==> config.mk <==
export PLATFORM = sky130hd
export DESIGN_NAME = data_cache
export DESIGN_NICKNAME = d
export VERILOG_FILES = /design/src/source/cache_test_pkg.sv /design/src/source/data_cache.sv
export SDC_FILE = /design/constraint.sdc
export NUM_CORES = 1
export LEC_CHECK = 0
export ABC_AREA = 1
export BUFFER_PORTS_ARGS = -buffer_cell sky130_fd_sc_hd__buf_2
export CAP_MARGIN = 20
export CORE_MARGIN = 5
export CORE_UTILIZATION = 30
export DETAILED_ROUTE_END_ITERATION = 8
export HOLD_SLACK_MARGIN = 0.05
export PLACE_DENSITY = 0.59
export SYNTH_ARGS = -nofsm -noshare
export SYNTH_HDL_FRONTEND = slang
export SYNTH_SLANG_ARGS = --single-unit
==> constraint.sdc <==
create_clock -name clk_i -period 3.1 [get_ports clk_i]
set_input_delay 0.155 -clock clk_i [delete_from_list [all_inputs] [get_ports clk_i]]
set_output_delay 0.155 -clock clk_i [all_outputs]
set_load 0.005 [all_outputs]
==> src/source/cache_test_pkg.sv <==
package cache_test_pkg;

  localparam int OP_WIDTH         = 2;
  localparam int IDX_WIDTH        = 6;  // rom index, wide enough to run past the program.
  localparam int ENTRY_ADDR_WIDTH = 6;  // the program lives in a 64-word space.
  localparam int ENTRY_DATA_WIDTH = 32;
  localparam int TRACE_LEN        = 40;
  localparam int STORE_COUNT      = 16;

  localparam logic [ENTRY_DATA_WIDTH-1:0] STORE_BASE = 32'h5a00_0000;

  typedef enum logic [OP_WIDTH-1:0] {
    OP_LOAD  = 2'd0,
    OP_STORE = 2'd1,
    OP_DONE  = 2'd2
  } op_e;

  typedef enum logic {
    DMA_FILL  = 1'b0,  // read one whole block.
    DMA_WRITE = 1'b1   // write a single word.
  } dma_cmd_e;

  typedef struct packed {
    op_e                         op;
    logic [ENTRY_ADDR_WIDTH-1:0] addr;
    logic [ENTRY_DATA_WIDTH-1:0] data;
  } trace_entry_t;

  // word address written by store number j.
  function automatic logic [ENTRY_ADDR_WIDTH-1:0] store_addr(input int unsigned j);
    return ENTRY_ADDR_WIDTH'((3 * j) % (2 ** ENTRY_ADDR_WIDTH));
  endfunction

  function automatic logic [ENTRY_DATA_WIDTH-1:0] store_data(input int unsigned j);
    return STORE_BASE + ENTRY_DATA_WIDTH'(j);
  endfunction

  // ~~~~~~~~~~~~~~~~~~~~~~~~~~~~~~~~~~~~~~~~~~~~~~~~~~~~~~~~~~~~~~~~~~~~~~
  // the trace program, one entry per index.
  function automatic trace_entry_t trace_entry(input int unsigned k);
    trace_entry_t e;
    int unsigned  j;
    e.op   = OP_DONE;
    e.addr = '0;
    e.data = '0;
    if (k < STORE_COUNT) begin
      e.op   = OP_STORE;
      e.addr = store_addr(k);
      e.data = store_data(k);
    end else if (k < 2 * STORE_COUNT) begin
      j      = 2 * STORE_COUNT - 1 - k;  // replay the stores backwards.
      e.op   = OP_LOAD;
      e.addr = store_addr(j);
      e.data = store_data(j);
    end else if (k < TRACE_LEN - 1) begin
      e.op   = OP_LOAD;
      e.addr = ENTRY_ADDR_WIDTH'(k - 2 * STORE_COUNT);
      for (j = 0; j < STORE_COUNT; j++) begin
        if (store_addr(j) == e.addr) e.data = store_data(j);  // the last writer wins.
      end
    end
    return e;
  endfunction

endpackage

==> src/source/data_cache.sv <==
module data_cache #(
  parameter int ADDR_WIDTH = 12
  , parameter int DATA_WIDTH = 32
  , parameter int SETS = 4
  , parameter int BLOCK_WORDS = 4
) (
  input  logic                      clk_i
  , input  logic                    rst_n_i

  , input  logic                    cmd_v_i
  , input  cache_test_pkg::op_e     cmd_op_i
  , input  logic [ADDR_WIDTH-1:0]   cmd_addr_i
  , input  logic [DATA_WIDTH-1:0]   cmd_data_i
  , output logic                    cmd_ready_o

  , output logic                    resp_v_o
  , output logic [DATA_WIDTH-1:0]   resp_data_o
  , input  logic                    resp_yumi_i

  , output logic                    dma_pkt_v_o
  , output cache_test_pkg::dma_cmd_e dma_pkt_cmd_o
  , output logic [ADDR_WIDTH-1:0]   dma_pkt_addr_o
  , input  logic                    dma_pkt_yumi_i

  , input  logic [DATA_WIDTH-1:0]   dma_data_i
  , input  logic                    dma_data_v_i
  , output logic                    dma_data_ready_o

  , output logic [DATA_WIDTH-1:0]   dma_data_o
  , output logic                    dma_data_v_o
  , input  logic                    dma_data_yumi_i
);

  localparam int OFFSET_W = $clog2(BLOCK_WORDS);
  localparam int INDEX_W  = $clog2(SETS);
  localparam int TAG_W    = ADDR_WIDTH - INDEX_W - OFFSET_W;

  typedef enum logic [2:0] {
    C_IDLE,
    C_LOOKUP,
    C_FILL_REQ,
    C_FILL,
    C_WR_REQ,
    C_WR_DATA,
    C_RESP
  } state_e;

  state_e state_r, state_n;

  logic [TAG_W-1:0]      tag_mem  [SETS];
  logic [SETS-1:0]       valid_r;
  logic [DATA_WIDTH-1:0] data_mem [SETS*BLOCK_WORDS];

  logic [ADDR_WIDTH-1:0] addr_r;
  logic [DATA_WIDTH-1:0] wdata_r;
  cache_test_pkg::op_e   op_r;
  logic [OFFSET_W-1:0]   beat_r;
  logic [DATA_WIDTH-1:0] resp_data_r;

  logic [TAG_W-1:0]      tag;
  logic [INDEX_W-1:0]    index;
  logic [OFFSET_W-1:0]   offset;
  logic                  hit;
  logic                  is_load;
  logic                  accept;
  logic                  fill_beat;
  logic                  last_beat;
  logic [DATA_WIDTH-1:0] hit_data;

  // ~~~~~~~~~~~~~~~~~~~~~~~~~~~~~~~~~~~~~~~~~~~~~~~~~~~~~~~~~~~~~~~~~~~~~~
  // address split and lookup

  assign {tag, index, offset} = addr_r;

  assign hit       = valid_r[index] && (tag_mem[index] == tag);
  assign is_load   = (op_r == cache_test_pkg::OP_LOAD);
  assign hit_data  = data_mem[{index, offset}];
  assign accept    = cmd_v_i && cmd_ready_o;
  assign fill_beat = (state_r == C_FILL) && dma_data_v_i;
  assign last_beat = (beat_r == OFFSET_W'(BLOCK_WORDS - 1));

  // ~~~~~~~~~~~~~~~~~~~~~~~~~~~~~~~~~~~~~~~~~~~~~~~~~~~~~~~~~~~~~~~~~~~~~~
  // outputs, all decoded from registered state

  assign cmd_ready_o = (state_r == C_IDLE);

  // a load hit answers straight out of the lookup cycle.
  assign resp_v_o    = (state_r == C_RESP) || ((state_r == C_LOOKUP) && is_load && hit);
  assign resp_data_o = (state_r == C_LOOKUP) ? hit_data : resp_data_r;

  assign dma_pkt_v_o    = (state_r == C_FILL_REQ) || (state_r == C_WR_REQ);
  assign dma_pkt_cmd_o  = (state_r == C_WR_REQ) ? cache_test_pkg::DMA_WRITE
                                                : cache_test_pkg::DMA_FILL;
  assign dma_pkt_addr_o = (state_r == C_WR_REQ) ? addr_r : {tag, index, {OFFSET_W{1'b0}}};

  assign dma_data_ready_o = (state_r == C_FILL);
  assign dma_data_v_o     = (state_r == C_WR_DATA);
  assign dma_data_o       = wdata_r;

  // ~~~~~~~~~~~~~~~~~~~~~~~~~~~~~~~~~~~~~~~~~~~~~~~~~~~~~~~~~~~~~~~~~~~~~~
  // state machine

  always_comb begin
    state_n = state_r;
    case (state_r)
      C_IDLE: begin
        if (cmd_v_i) state_n = C_LOOKUP;
      end
      C_LOOKUP: begin
        if (!is_load) begin
          state_n = C_WR_REQ;  // write-through, hit or not.
        end else if (!hit) begin
          state_n = C_FILL_REQ;
        end else if (resp_yumi_i) begin
          state_n = C_IDLE;
        end else begin
          state_n = C_RESP;
        end
      end
      C_FILL_REQ: begin
        if (dma_pkt_yumi_i) state_n = C_FILL;
      end
      C_FILL: begin
        if (fill_beat && last_beat) state_n = C_RESP;
      end
      C_WR_REQ: begin
        if (dma_pkt_yumi_i) state_n = C_WR_DATA;
      end
      C_WR_DATA: begin
        if (dma_data_yumi_i) state_n = C_RESP;
      end
      C_RESP: begin
        if (resp_yumi_i) state_n = C_IDLE;
      end
      default: state_n = C_IDLE;
    endcase
  end

  always_ff @(posedge clk_i) begin
    if (!rst_n_i) begin
      state_r <= C_IDLE;
      valid_r <= '0;
      beat_r  <= '0;
    end else begin
      state_r <= state_n;
      if ((state_r == C_FILL_REQ) && dma_pkt_yumi_i) beat_r <= '0;
      if (fill_beat) begin
        beat_r <= beat_r + 1'b1;
        if (last_beat) valid_r[index] <= 1'b1;  // line is usable once complete.
      end
    end
  end

  // ~~~~~~~~~~~~~~~~~~~~~~~~~~~~~~~~~~~~~~~~~~~~~~~~~~~~~~~~~~~~~~~~~~~~~~
  // arrays and command registers

  always_ff @(posedge clk_i) begin
    if (accept) begin
      addr_r  <= cmd_addr_i;
      wdata_r <= cmd_data_i;
      op_r    <= cmd_op_i;
    end

    if (state_r == C_LOOKUP) begin
      resp_data_r <= hit_data;  // held in case the hit response is not taken.
      if (!is_load && hit) data_mem[{index, offset}] <= wdata_r;
    end

    if (fill_beat) begin
      data_mem[{index, beat_r}] <= dma_data_i;
      if (beat_r == offset) resp_data_r <= dma_data_i;  // the word that missed.
      if (last_beat) tag_mem[index] <= tag;
    end
  end

endmodule

Word-level counts from Yosys, hierarchy flattened
Memories as Yosys holds them, arrays and structs flattened. A register that Yosys moved wholly into a read port is not among the register bits.
Index checks and enable logic that the tools add are counted.

operators by class
  add/subtract/negate cells = 1
  $mul = 0
  divide/modulo/power cells = 0
  $lt $le $gt $ge = 2
  eq/ne operators = 15
  shift operators = 0
  muxes and demuxes = 34
  bitwise logic cells = 1
  reduce and logical (&&, ||, !) cells = 18

operator list
  kind                                                               number
  two-way mux 32 bit                                                 4
  OR reduction 32 bit                                                1
  two-way mux 3 bit                                                  9
  case mux 3 bit (7 select lines)                                    1
  two-way mux 1 bit                                                  12
  equality test 3 bit, second input constant                         3
  logical AND 1 bit                                                  9
  equality test 8 bit                                                1
  two-way mux 2 bit                                                  4
  two-way mux 4 bit                                                  2
  inequality test 2 bit, second input constant                       4
  equality test 3 x 2 -> 1 bit, second input constant                2
  AND reduction 6 bit                                                1
  inequality test 2 x 1 -> 1 bit, second input constant              2
  bitwise OR 4 bit                                                   1
  equality test 3 x 1 -> 1 bit, second input constant                1
  zero test 3 bit                                                    1
  < comparator 2 x 3 -> 1 bit, second input constant                 1
  adder 2 x 1 -> 2 bit, second input constant                        1
  binary-select mux 1 bit (select 2 bit)                             1
  demux 1 bit (select 2 bit)                                         1
  equality test 2 bit                                                1
  equality test 2 bit, second input constant                         1
  greater-or-equal comparator 2 x 1 -> 1 bit, second input constant  1
  other kinds (5)                                                    6

storage, ports and cells
  flip-flop bits (word level) = 87
  bits in latches = 0
  RAM bits = 544
  memory bits (read-only) = 0
  output and inout bits = 82
  word-level logic and storage cells = 80
  memories kept = 2

memory list
  memory    words  bits a word  rd ports  clocked after Yosys merged registers in  write ports  line              text
  data_mem  16     32           1         1                                        1            data_cache.sv:52  logic [DATA_WIDTH-1:0] data_mem [SETS*BLOCK_WORDS];
  tag_mem   4      8            1         1                                        1            data_cache.sv:50  logic [TAG_W-1:0] tag_mem [SETS];

Depth between registers and ports, before layout
  depth in word-level cells = 8
  gate-level depth with buffers = 16
  depth with buffers taken out = 14

Worst setup path before layout
OpenSTA, ideal clock, no wires.

  path kind = register -> register
  start point = register (tool-made name)
  end point = memory data_mem[0][0], enable pin
  setup time = 0.421 ns
  data arrival time = 2.771 ns
  data required time = 2.679 ns
  slack = -0.092 ns
  cell stages (with the launch flop) = 15
  path buffers = 2
  path through = dfxtp_1 -> buf_6 -> inv_6 -> buf_8 -> nand2_1 -> nand3_2 -> nand3_1 -> nand2_1 -> nor2_1 -> nand2_1 -> nor2_2 -> nand3_2 -> nand2_4 -> nand3_2 -> nor2_1

RTL lines
  item              line
  end: declaration  data_cache.sv:52

==> impl_metrics.py <==
metrics = {
    "drt": {
        "routed_wl_mm": 68.8,
        "vias_per_cell": 5.02,
        "drtIter0Drc": 1535,
        "drc": 0,
        "first_pass_iters": 7,
        "wl_per_cell_microns": 20.4,
        "drtAntennaViolNets": 0,
        "vias": 17000,
    },
    "logic_synthesis": {
        "async_reset_ff_share_pct": 0,
        "syn_inst": 1976,
        "netlist_top_cells_count": "590 x edfxtp_1, 312 x nor2_1, 212 x o21ai_0",
        "yosysUniqueCellTypes": 35,
        "muxShareOfSynthArea_pct": 0,
        "synth_simple_gate_area_share_pct": 9.91,
        "yosysMostFrequentCell": "edfxtp_1",
        "synth_area_leader_cell": "edfxtp_1",
        "ys.warnings.count": 0,
        "synth_area_sq_um": 25200,
        "synth_top_family_by_area": "compound AO/OA/AOI/OAI gates",
        "synth_nets": 2062,
        "synth_compound_area_share_pct": 12.2,
        "synth_seq_cells": 635,
        "synth-adder-area-share_pct": 0.0496,
        "seq_area_frac_synth_pct": 73.8,
        "avgSynthCellArea_sq_um": 12.8,
        "yosys_most_used_dff": "edfxtp_1",
        "synth_xor_area_share_pct": 0.139,
        "synthTopCellsByArea": "edfxtp_1 70%, nor2_1 4.6%, o21ai_0 4.2%",
        "synth_top_area_share_pct": 70.2,
        "synth_edf_count": 590,
    },
    "layout": {
        "fin_cells": 3375,
        "area_delta_synth_final_pct": 22.2,
        "post-route-util_pct": 36.9,
        "drive_gt1_share_pct": 17.4,
        "nets": 2323,
    },
    "sta": {
        "rsz0062_at_grt": "true",
        "fin_crit_sh_pct": 99.0,
        "worstMarginPinSlew_ns": 0.803,
        "slew_viol_final": 0,
        "maxSlewHeadroom_pct": 46.5,
        "fin_hold_ws_ns": 0.170,
        "skew_ns": 0.0228,
        "setup_violations": 0,
        "fin_ws_ns": 0.0298,
        "hold_viol": 0,
        "timing.fmax_mhz": 326,
        "layout_min_cycle_time_ns": 3.07,
    },
    "die": {
        "ios": 167,
        "core-area_sq_um": 83600,
        "die_w_microns": 300,
        "rows": 106,
        "start_util_pct": 30.2,
        "die_height_microns": 300,
        "die_area_sq_um": 90000,
    },
    "power_and_ir_drop": {
        "power.total_mw": 28.8,
        "switchingPower_mw": 10.4,
        "p_comb_share_pct": 33.0,
        "leakage_nw": 10.6,
        "p_int_mw": 18.4,
        "power.density_nw_per_um2": 933,
        "power.share.clock_pct": 29.3,
        "swShare_pct": 36.0,
        "seq_power_share_pct": 37.7,
        "ir_drop_mv": 0.738,
    },
    "setup_path": {
        "worstPathRequired_ns": 2.94,
        "r2r_slack_ns": 0.31,
        "endpoint_kind": "output port",
        "critPathMaxFanout": 97,
        "path_class": "register to output port",
        "worstPathArrival_ns": 2.92,
        "start_kind": "register",
    },
    "clock_tree": {
        "root_buffer": "clkbuf_16",
        "clock_path_buffers": 3,
        "clock_latency_ns": 0.61,
        "h-tree-depth": 3,
        "clock-sinks": 635,
        "clk_pin_slew_ns": 0.06,
        "cts_tree": "built",
        "cts_setup_buffers": 0,
        "cts_made_buffers": 71,
    },
    "placement": {
        "place_ws_ns": 0.433,
        "port_buffers": 166,
        "routabilityCongestion": 0.842,
        "post-place-cells": 3159,
        "hpwl_mm": 42.1,
    },
    "grt": {
        "overflow": 0,
        "antenna_found_initial": 4,
        "grt_max_degree": 139,
        "grt_pass1_vias": 16700,
        "grt_pass1_wl_mm": 103,
        "grtUsageTotal_pct": 14.8,
    },
    "status": {
        "status": "finished, final reports clean",
    },
    "job": {
        "maxCapViolCount": 0,
    },
    "min_path": {
        "hold_class": "primary input to register",
    },
}
[kinds of logic (layout without fill, tap and decap cells)]
logic type / Yosys count / in the layout
flip-flops: 635 / 635
AND/OR/NAND/NOR: 615 / 615
AO/OA/AOI/OAI: 518 / 518
buffers and inverters: 203 / 521
XOR/XNOR: 4 / 4
adder cells (fa/ha/maj): 1 / 1
other: 0 / 1
[metrics by stage]
step                      setup TNS, ns  area [sq um]
after floorplan                  -45.57         25200
after global placement                0         27500
after detailed placement              0         27500
after CTS                             0         30800
after global routing             -0.239         30800
final                                 0         30800
[final timing paths]
| kind | start | cells past startpoint | endpoint |
|---|---|---|---|
| min | dma_data_yumi_i | 7 | state_r[0] |
| max reg2reg | state_r[2] | 12 | state_r[2] |
| min reg2reg | valid_r[0] | 1 | valid_r[0] |
| max | register | 10 | resp_data_o[0] |
[per-layer routing]
layer / share of wire (%) / up-vias / track usage (%)
met5: 0.039 / - / 0
met4: 2.0 / 4 / 4.04
met3: 8.0 / 108 / 3.36
met2: 47 / 645 / 23.7
met1: 43 / 8395 / 20.4
li1: - / 7802 / -
[worst max-delay path, cell delays in order, from the launching register on]
cell and delay (ns):
dfxtp_4 0.52, inv_2 0.11, buf_16 0.27, o21ai_0 0.15, o22ai_1 0.12, o21ai_0 0.32, buf_4 0.20, o21ai_1 0.08
a21boi_1 0.30, inv_1 0.06, buf_2 0.13
[power by group through the flow]
stage	Sequential, mW	Combinational, mW	Clock (mW)
floorplan	10.8	5.83	0
global placement	11.0	9.11	0
detailed placement	11.0	9.31	0
CTS	10.8	9.45	8.57
global route	10.9	10.4	8.95
finish	10.8	9.50	8.42
[what timing repair did]
| action | 4_1_cts | 5_1_grt |
|---|---|---|
| gates resized for setup | 2 | 11 |
| setup endpoints to repair | 21 | 10 |
| hold buffers | 85 | 0 |
| endpoints found under the hold margin | 91 | 0 |
[state kept, by name, indices dropped and copies added (netlist names), named ones only]
name,cells
op_r,2
valid_r,4
dma_data_o,32
beat_r,2
tag_mem,32
state_r,3
data_mem,512
addr_r,12
resp_data_r,32
[layout by cell type (no fill, tap or decap), drive strengths merged]
cell / Yosys / final
a211oi: 1 / 1
a21boi: 17 / 17
a21oi: 8 / 8
buf: 82 / 241
bufinv: 0 / 5
clkbuf: 56 / 98
clkinv: 1 / 17
clkinvlp: 0 / 6
dfxtp: 45 / 45
diode: 0 / 1
dlygate4sd3: 0 / 85
edfxtp: 590 / 590
ha: 1 / 1
inv: 64 / 69
nand2: 204 / 204
nand3: 88 / 88
nand3b: 3 / 3
nor2: 316 / 316
nor3: 1 / 1
nor4: 1 / 1
o21a: 19 / 19
o21ai: 344 / 344
o221ai: 94 / 94
o22ai: 35 / 35
or2: 2 / 2
xnor2: 4 / 4
[cell type report]
class / count / area (sq um)
fillers: 7944 / 52700
flip-flops and latches: 635 / 18600
multi-input cells: 1138 / 5810
repair buffers: 326 / 2410
clock buffers: 98 / 2000
well taps: 1080 / 1350
clock inverters: 32 / 352
inverters: 65 / 254
diodes: 1 / 2.50
Note: power is estimated with default switching activity, not from simulation.
